===== src/logic/controlPkg.sv =====
package controlPkg;

    // Sequences the control unit can be in
    typedef enum logic [4:0] {
        seqReset,
        seqFetch,
        seqDecode,
        seqAdd,
        seqAddi,
        seqMfhi,
        seqMflo,
        seqLb
    } seqT;

    // Step count within a sequence
    typedef logic [2:0] stepT;

    // Instruction fields
    typedef logic [5:0] opcodeT;
    typedef logic [5:0] functT;

    localparam opcodeT opR    = 6'h00;
    localparam opcodeT opAddi = 6'h08;
    localparam opcodeT opLb   = 6'h20;

    localparam functT fnAdd  = 6'h20;
    localparam functT fnMfhi = 6'h10;
    localparam functT fnMflo = 6'h12;

    // ALU operation
    typedef logic [2:0] aluOpT;
    localparam aluOpT aluAdd = 3'd1;

    // Memory address select
    typedef logic [2:0] iorDT;
    localparam iorDT iorDPc     = 3'd0;
    localparam iorDT iorDAluOut = 3'd1;

    // Register file write address select
    typedef logic [1:0] regDstT;
    localparam regDstT regDstRt = 2'd0;
    localparam regDstT regDstRd = 2'd1;

    // ALU operand selects
    typedef logic [1:0] aluSrcAT;
    localparam aluSrcAT srcAPc   = 2'd1;
    localparam aluSrcAT srcARegA = 2'd2;

    typedef logic [2:0] aluSrcBT;
    localparam aluSrcBT srcBRegB      = 3'd0;
    localparam aluSrcBT srcBFour      = 3'd1;
    localparam aluSrcBT srcBImm       = 3'd2;
    localparam aluSrcBT srcBBranchOff = 3'd4;

    // Register file write data select
    typedef logic [2:0] memToRegT;
    localparam memToRegT m2rMdr    = 3'd0;
    localparam memToRegT m2rHi     = 3'd2;
    localparam memToRegT m2rLo     = 3'd3;
    localparam memToRegT m2rAluOut = 3'd6;

    // Byte select source
    typedef logic [1:0] byteSrcT;
    localparam byteSrcT byteSrcMem = 2'd0;
    localparam byteSrcT byteSrcReg = 2'd2;

    // Number of steps in each sequence
    localparam stepT fetchLen = 3'd5;
    localparam stepT addLen   = 3'd3;
    localparam stepT moveLen  = 3'd2;
    localparam stepT lbLen    = 3'd4;

endpackage


===== src/logic/controlUnit.sv =====
`timescale 1ns/100ps

module controlUnit (
    input  logic                  clk,
    input  logic                  reset,
    input  controlPkg::opcodeT    opcode,
    input  controlPkg::functT     funct,
    output logic                  pcWrite,
    output logic                  memRead,
    output logic                  irWrite,
    output logic                  regWrite,
    output logic                  loadA,
    output logic                  loadB,
    output logic                  aluOutWrite,
    output logic                  mdrWrite,
    output logic                  selectByte,
    output logic                  cpuReset,
    output controlPkg::aluOpT     aluOp,
    output controlPkg::iorDT      iorD,
    output controlPkg::regDstT    regDst,
    output controlPkg::aluSrcAT   aluSrcA,
    output controlPkg::aluSrcBT   aluSrcB,
    output controlPkg::memToRegT  memToReg,
    output controlPkg::byteSrcT   byteSrc
);

    controlPkg::seqT  nextSeq;
    controlPkg::seqT  seq;
    controlPkg::stepT step;

    // Sequence chosen at decode
    instrDecoder instrDecoder_i (
        .opcode  (opcode),
        .funct   (funct),
        .nextSeq (nextSeq)
    );

    stepSequencer stepSequencer_i (
        .clk     (clk),
        .reset   (reset),
        .nextSeq (nextSeq),
        .seq     (seq),
        .step    (step)
    );

    // Registered control outputs
    controlWordTable controlWordTable_i (
        .clk         (clk),
        .reset       (reset),
        .seq         (seq),
        .step        (step),
        .pcWrite     (pcWrite),
        .memRead     (memRead),
        .irWrite     (irWrite),
        .regWrite    (regWrite),
        .loadA       (loadA),
        .loadB       (loadB),
        .aluOutWrite (aluOutWrite),
        .mdrWrite    (mdrWrite),
        .selectByte  (selectByte),
        .cpuReset    (cpuReset),
        .aluOp       (aluOp),
        .iorD        (iorD),
        .regDst      (regDst),
        .aluSrcA     (aluSrcA),
        .aluSrcB     (aluSrcB),
        .memToReg    (memToReg),
        .byteSrc     (byteSrc)
    );

endmodule


===== src/logic/controlWordTable.sv =====
`timescale 1ns/100ps

module controlWordTable (
    input  logic                  clk,
    input  logic                  reset,
    input  controlPkg::seqT       seq,
    input  controlPkg::stepT      step,
    output logic                  pcWrite,
    output logic                  memRead,
    output logic                  irWrite,
    output logic                  regWrite,
    output logic                  loadA,
    output logic                  loadB,
    output logic                  aluOutWrite,
    output logic                  mdrWrite,
    output logic                  selectByte,
    output logic                  cpuReset,
    output controlPkg::aluOpT     aluOp,
    output controlPkg::iorDT      iorD,
    output controlPkg::regDstT    regDst,
    output controlPkg::aluSrcAT   aluSrcA,
    output controlPkg::aluSrcBT   aluSrcB,
    output controlPkg::memToRegT  memToReg,
    output controlPkg::byteSrcT   byteSrc
);

    logic                 pcWriteNext;
    logic                 memReadNext;
    logic                 irWriteNext;
    logic                 regWriteNext;
    logic                 loadANext;
    logic                 loadBNext;
    logic                 aluOutWriteNext;
    logic                 mdrWriteNext;
    logic                 selectByteNext;
    logic                 cpuResetNext;
    controlPkg::aluOpT    aluOpNext;
    controlPkg::iorDT     iorDNext;
    controlPkg::regDstT   regDstNext;
    controlPkg::aluSrcAT  aluSrcANext;
    controlPkg::aluSrcBT  aluSrcBNext;
    controlPkg::memToRegT memToRegNext;
    controlPkg::byteSrcT  byteSrcNext;

    // Control word for the current step
    always_comb begin
        pcWriteNext     = 1'b0;
        memReadNext     = 1'b0;
        irWriteNext     = 1'b0;
        regWriteNext    = 1'b0;
        loadANext       = 1'b0;
        loadBNext       = 1'b0;
        aluOutWriteNext = 1'b0;
        mdrWriteNext    = 1'b0;
        selectByteNext  = 1'b0;
        cpuResetNext    = 1'b0;
        aluOpNext       = '0;
        iorDNext        = controlPkg::iorDPc;
        regDstNext      = controlPkg::regDstRt;
        aluSrcANext     = '0;
        aluSrcBNext     = controlPkg::srcBRegB;
        memToRegNext    = controlPkg::m2rMdr;
        byteSrcNext     = controlPkg::byteSrcMem;
        case (seq)
            controlPkg::seqReset: begin
                cpuResetNext = 1'b1;
            end
            controlPkg::seqFetch: begin
                memReadNext = 1'b1;
                aluOpNext   = controlPkg::aluAdd;
                aluSrcANext = controlPkg::srcAPc;
                if (step == 3'd4) begin
                    // Last fetch step loads A and B while the ALU forms the branch target
                    loadANext   = 1'b1;
                    loadBNext   = 1'b1;
                    aluSrcBNext = controlPkg::srcBBranchOff;
                end else begin
                    pcWriteNext = 1'b1;
                    irWriteNext = 1'b1;
                    iorDNext    = controlPkg::iorDPc;
                    aluSrcBNext = controlPkg::srcBFour;
                end
            end
            controlPkg::seqAdd,
            controlPkg::seqAddi: begin
                regWriteNext = 1'b1;
                regDstNext   = controlPkg::regDstRd;
                aluSrcANext  = controlPkg::srcARegA;
                aluSrcBNext  = controlPkg::srcBRegB;
                if (step == 3'd0) begin
                    aluOutWriteNext = 1'b1;
                    if (seq == controlPkg::seqAddi) begin
                        regDstNext  = controlPkg::regDstRt;
                        aluSrcBNext = controlPkg::srcBImm;
                    end
                end else begin
                    memToRegNext = controlPkg::m2rAluOut;
                    byteSrcNext  = controlPkg::byteSrcReg;
                    loadANext    = (step == 3'd2);
                    loadBNext    = (step == 3'd2);
                end
            end
            controlPkg::seqMfhi: begin
                regWriteNext = 1'b1;
                memToRegNext = controlPkg::m2rHi;
                byteSrcNext  = controlPkg::byteSrcReg;
            end
            controlPkg::seqMflo: begin
                regWriteNext = 1'b1;
                memToRegNext = controlPkg::m2rLo;
                byteSrcNext  = controlPkg::byteSrcReg;
            end
            controlPkg::seqLb: begin
                aluSrcANext = controlPkg::srcARegA;
                aluSrcBNext = controlPkg::srcBImm;
                case (step)
                    3'd0: begin
                        // Address computation
                        aluOutWriteNext = 1'b1;
                        selectByteNext  = 1'b1;
                    end
                    3'd1,
                    3'd2: begin
                        memReadNext    = 1'b1;
                        iorDNext       = controlPkg::iorDAluOut;
                        selectByteNext = 1'b1;
                    end
                    default: begin
                        // Write the loaded byte back
                        regWriteNext = 1'b1;
                        mdrWriteNext = 1'b1;
                        iorDNext     = controlPkg::iorDAluOut;
                        memToRegNext = controlPkg::m2rMdr;
                        byteSrcNext  = controlPkg::byteSrcReg;
                    end
                endcase
            end
            default: begin
                // Decode step keeps every signal low
            end
        endcase
    end

    // Outputs lag the sequencer by one cycle
    always_ff @(posedge clk) begin
        if (reset) begin
            pcWrite     <= 1'b0;
            memRead     <= 1'b0;
            irWrite     <= 1'b0;
            regWrite    <= 1'b0;
            loadA       <= 1'b0;
            loadB       <= 1'b0;
            aluOutWrite <= 1'b0;
            mdrWrite    <= 1'b0;
            selectByte  <= 1'b0;
            cpuReset    <= 1'b1;
            aluOp       <= '0;
            iorD        <= '0;
            regDst      <= '0;
            aluSrcA     <= '0;
            aluSrcB     <= '0;
            memToReg    <= '0;
            byteSrc     <= '0;
        end else begin
            pcWrite     <= pcWriteNext;
            memRead     <= memReadNext;
            irWrite     <= irWriteNext;
            regWrite    <= regWriteNext;
            loadA       <= loadANext;
            loadB       <= loadBNext;
            aluOutWrite <= aluOutWriteNext;
            mdrWrite    <= mdrWriteNext;
            selectByte  <= selectByteNext;
            cpuReset    <= cpuResetNext;
            aluOp       <= aluOpNext;
            iorD        <= iorDNext;
            regDst      <= regDstNext;
            aluSrcA     <= aluSrcANext;
            aluSrcB     <= aluSrcBNext;
            memToReg    <= memToRegNext;
            byteSrc     <= byteSrcNext;
        end
    end

endmodule


===== src/logic/instrDecoder.sv =====
`timescale 1ns/100ps

module instrDecoder (
    input  controlPkg::opcodeT opcode,
    input  controlPkg::functT  funct,
    output controlPkg::seqT    nextSeq
);

    always_comb begin
        // Anything unsupported falls back to fetch
        nextSeq = controlPkg::seqFetch;
        case (opcode)
            controlPkg::opR: begin
                // R-type instructions select by funct
                case (funct)
                    controlPkg::fnAdd: begin
                        nextSeq = controlPkg::seqAdd;
                    end
                    controlPkg::fnMfhi: begin
                        nextSeq = controlPkg::seqMfhi;
                    end
                    controlPkg::fnMflo: begin
                        nextSeq = controlPkg::seqMflo;
                    end
                    default: begin
                        nextSeq = controlPkg::seqFetch;
                    end
                endcase
            end
            controlPkg::opAddi: begin
                nextSeq = controlPkg::seqAddi;
            end
            controlPkg::opLb: begin
                nextSeq = controlPkg::seqLb;
            end
            default: begin
                nextSeq = controlPkg::seqFetch;
            end
        endcase
    end

endmodule


===== src/logic/stepSequencer.sv =====
`timescale 1ns/100ps

module stepSequencer (
    input  logic                clk,
    input  logic                reset,
    input  controlPkg::seqT     nextSeq,
    output controlPkg::seqT     seq,
    output controlPkg::stepT    step
);

    controlPkg::stepT stepLast;
    logic             atLast;

    // Final step index of the current sequence
    always_comb begin
        case (seq)
            controlPkg::seqFetch: begin
                stepLast = controlPkg::fetchLen - 3'd1;
            end
            controlPkg::seqAdd,
            controlPkg::seqAddi: begin
                stepLast = controlPkg::addLen - 3'd1;
            end
            controlPkg::seqMfhi,
            controlPkg::seqMflo: begin
                stepLast = controlPkg::moveLen - 3'd1;
            end
            controlPkg::seqLb: begin
                stepLast = controlPkg::lbLen - 3'd1;
            end
            default: begin
                // Reset and decode are single steps
                stepLast = '0;
            end
        endcase
    end

    assign atLast = (step == stepLast);

    always_ff @(posedge clk) begin
        if (reset) begin
            seq  <= controlPkg::seqReset;
            step <= '0;
        end else begin
            case (seq)
                controlPkg::seqReset: begin
                    seq  <= controlPkg::seqFetch;
                    step <= '0;
                end
                controlPkg::seqFetch: begin
                    if (atLast) begin
                        seq  <= controlPkg::seqDecode;
                        step <= '0;
                    end else begin
                        step <= step + 3'd1;
                    end
                end
                controlPkg::seqDecode: begin
                    // Opcode and funct are sampled here
                    seq  <= nextSeq;
                    step <= '0;
                end
                default: begin
                    // Execute sequences return to fetch when done
                    if (atLast) begin
                        seq  <= controlPkg::seqFetch;
                        step <= '0;
                    end else begin
                        step <= step + 3'd1;
                    end
                end
            endcase
        end
    end

endmodule

===== config.mk =====
export PLATFORM = sky130hd
export DESIGN_NAME = controlUnit
export DESIGN_NICKNAME = d
export VERILOG_FILES = /design/src/logic/controlPkg.sv /design/src/logic/controlUnit.sv /design/src/logic/controlWordTable.sv /design/src/logic/instrDecoder.sv /design/src/logic/stepSequencer.sv
export SDC_FILE = /design/constraint.sdc
export NUM_CORES = 1
export LEC_CHECK = 0
export BUFFER_PORTS_ARGS = -buffer_cell sky130_fd_sc_hd__buf_2
export CORE_MARGIN = 2
export CORE_UTILIZATION = 30
export DETAILED_ROUTE_END_ITERATION = 12
export SYNTH_ARGS = -nofsm -noshare
export SYNTH_HDL_FRONTEND = slang
export SYNTH_SLANG_ARGS = --single-unit

===== constraint.sdc =====
create_clock -name clk -period 2 [get_ports clk]
set_input_delay 0.2 -clock clk [delete_from_list [all_inputs] [get_ports clk]]
set_output_delay 0.2 -clock clk [all_outputs]
set_load 0.05 [all_outputs]

==> flow_metrics.py <==
metrics = {
    "logic_synthesis": {
        "ys_seq_elements": 25,
        "synth.distinct_cells": 44,
        "synth_enable_flop_cells": 0,
        "yosys_most_used_dff": "dfxtp_1",
        "synthesis.area_mm2": 0.00129,
        "synth-warning-count": 0,
        "netlist_instances": 151,
        "avgSynthCellArea_um2": 8.53,
        "synth_seq_area_share_pct": 38.8,
        "synth-async-reset-ratio_pct": 0,
    },
    "place": {
        "gp_congestion": 0.844,
        "port_buffer_count": 35,
        "dp_hpwl_um": 1980,
        "dpl_worst_slack_ns": 0.204,
    },
    "floorplanning": {
        "std_cell_rows": 23,
        "die_w_um": 69.5,
        "die-height_um": 69.5,
        "core_region_area_mm2": 0.00406,
        "die_area_mm2": 0.00484,
        "floorplan.initialDensity_pct": 31.8,
        "io-pin-count": 42,
    },
    "critical_path": {
        "endpoint_kind": "register",
        "required_ns": 2.17,
        "setup.reg_to_reg.worst_slack_ns": 0.21,
        "worst_r2r_endpoint": "controlWordTable_i.byteSrc[1]",
        "worst_setup_path_endpoint": "controlWordTable_i.byteSrc[1]",
        "critical_path.max_fanout": 11,
        "worst_r2r_path_depth": 6,
        "r2r-start": "stepSequencer_i.step[1]",
        "crit_type": "reg2reg",
        "critPathLaunchType": "register",
        "worst_ep_arrival_time_ns": 1.97,
        "crit_path_launch": "stepSequencer_i.step[1]",
    },
    "cts": {
        "clk_pin_slew_worst_paths_ns": 0.08,
        "worst_skew_pair.late_latency_ns": 0.26,
        "postCtsHoldBufs": 0,
        "clock_sink_count": 25,
        "clock_path_buffers": 2,
        "cts.root.buffer_cell": "clkbuf_8",
        "numCtsBuffers": 3,
        "cells_resized_by_post_cts_repair": 0,
        "cts_tree": "done",
        "ctsHtreeMaxLevel": 1,
        "cts_setup_buffers": 0,
    },
    "pwr": {
        "power_switching_mw": 0.262,
        "seq_power_share_pct": 54.2,
        "peakVddDrop_mv": 0.287,
        "power_frac_comb_pct": 15.0,
        "switch_share_pct": 27.4,
        "power.density_mw_per_mm2": 623,
        "power.share.clock_pct": 30.8,
        "cellLeakagePower_nw": 0.649,
        "internal_power_mw": 0.692,
    },
    "global_route": {
        "antenna_found_initial": 0,
        "grt_pass1_vias": 1036,
        "overall_track_demand_over_capacity_in_global_routing_pct": 11.1,
        "largest_net_degree_at_the_start_of_global_routing": 20,
        "grt_pass1_wl_um": 4470,
        "global_route.overflow_total": 0,
    },
    "flow_run": {
        "cap_viol_max_count": 0,
    },
    "sta": {
        "skew_ns": 0.00389,
        "fin_setup_tns_ns": 0,
        "final_max_slew_viol_count": 0,
        "timing.final.setup_violations": 0,
        "report.final.hold_viol_count": 0,
        "rsz_0062_raised_after_global_routing": "no",
        "fin_crit_ns": 1.79,
        "final.setup.worst_slack_ns": 0.205,
        "post-route-period-util_pct": 89.7,
        "max_freq_mhz": 557,
    },
    "outcome": {
        "outcome": "finished, final reports clean",
    },
    "detailed_routing": {
        "route.detailed.vias_per_inst": 4.86,
        "dr_total_vias": 1127,
        "first_iter_violations": 50,
        "detail_route.first_pass.iterations": 4,
        "avgRoutedWirePerCell_um": 11.3,
        "drcViolationCount": 0,
        "drtAntennaViolNets": 0,
        "drt_wl_total_um": 2630,
    },
    "final_layout": {
        "design.final.nets": 201,
        "post_route_cells_drive_above_1_share_pct": 27.5,
        "number_of_fillers_in_the_final_layout": 424,
        "postLayoutCoreUtil_pct": 37.7,
        "syn2layout_area_growth_pct": 18.7,
        "antenna_cells_inserted": 0,
    },
    "hold_path": {
        "holdCritPathClass": "in2reg",
    },
}
[cell usage in the layout, fill, tap and decap left out, drive strengths merged, types with 2 or more instances in the layout]
master / n
buf: 42
dfxtp: 25
nor2: 14
a21oi: 13
nor3: 12
conb: 6
inv: 5
nand2: 5
nand2b: 4
nor2b: 4
nand3b: 4
ha: 4
or3b: 4
clkbuf: 4
nor3b: 3
xnor2: 3
and2: 2
nor4b: 2
a31oi: 2
or4b: 2
o22ai: 2
or4: 2
o32ai: 2
o311ai: 2
or2: 2
[synthesized netlist by cell type, drive strengths merged (2+ instances only)]
master / count / area (um2)
or4b: 2 / 20.0
buf: 13 / 86.3
nor4b: 2 / 17.5
ha: 4 / 50.1
clkbuf: 7 / 26.3
a31oi: 2 / 12.5
nand3b: 4 / 30.0
nor2b: 4 / 25.0
o311ai: 2 / 17.5
or3b: 4 / 35.0
or2: 2 / 12.5
and2: 2 / 12.5
dfxtp: 25 / 500
nor3b: 3 / 22.5
or4: 2 / 18.8
nor2: 14 / 52.6
a21oi: 13 / 65.1
nand2: 5 / 18.8
o22ai: 2 / 12.5
nor3: 12 / 60.1
nand2b: 4 / 25.0
xnor2: 3 / 26.3
inv: 5 / 18.8
o32ai: 2 / 25.0
[stage by stage]
step	cell area, um2	power [mW]	hold WS (ns)	std cells
final	1530	0.954	0.323	232
after global routing	1530	0.992	0.356	232
after CTS	1530	0.962	0.318	232
after detailed placement	1490	0.671	0.595	228
after global placement	1490	0.671	0.597	228
after floorplan	1310	0.645	0.455	156
[metal layers]
metal,global-route usage (%),wire (um)
met1,13.0,1230
met2,19.9,1220
met4,4.14,26
met3,1.89,147
met5,0,0
[kinds of logic after synthesis]
logic type      after synthesis  synth area share, %
simple gates                 63                 28.6
compound gates               30                 16.1
buf+inv                      25                 10.2
flops                        25                 38.8
fa+ha+maj                     4                 3.88
xor+xnor                      3                 2.04
other cells                   1                0.291
[how the worst min path moves through the flow]
stage	startpoint	to	slack (ns)	cells after the start
final	reset	controlWordTable_i.regDst[0]	0.32	2
after global routing	reset	controlWordTable_i.loadA	0.36	2
after global placement	reset	controlWordTable_i.regDst[0]	0.60	2
after floorplan	opcode[3]	stepSequencer_i.seq[0]	0.45	3
after CTS	reset	controlWordTable_i.regDst[0]	0.32	2
after detailed placement	reset	controlWordTable_i.regDst[0]	0.59	2
[state kept, by name, indices dropped and copies added, names as in the netlist, 3 cells and up]
register,cells
controlWordTable_i.aluSrcB,3
stepSequencer_i.seq,3
stepSequencer_i.step,3
controlWordTable_i.memToReg,3
[power groups by stage]
stage,logic (mW),registers [mW],clock network (mW)
detailed placement,0.142,0.529,0
global placement,0.142,0.528,0
global route,0.156,0.519,0.318
floorplan,0.103,0.542,0
CTS,0.143,0.517,0.302
finish,0.143,0.517,0.294
[cell type report]
| class | instances | area (um2) | share of cell area [%] |
|---|---|---|---|
| Multi-Input combinational cell | 106 | 676 | 44.2 |
| Sequential cell | 25 | 500 | 32.7 |
| Timing Repair Buffer | 42 | 228 | 14.9 |
| Clock buffer | 4 | 45.0 | 2.94 |
| Tap cell | 50 | 62.6 | 4.09 |
| Inverter | 5 | 18.8 | 1.23 |
[worst max-delay path, stage by stage (launching register included)]
cell	delay [ns]
dfxtp_1	0.55
inv_1	0.13
ha_1	0.27
nor3_1	0.22
nor2_1	0.08
and3_1	0.20
nor4_1	0.25
(Power assumes the default switching activity.)
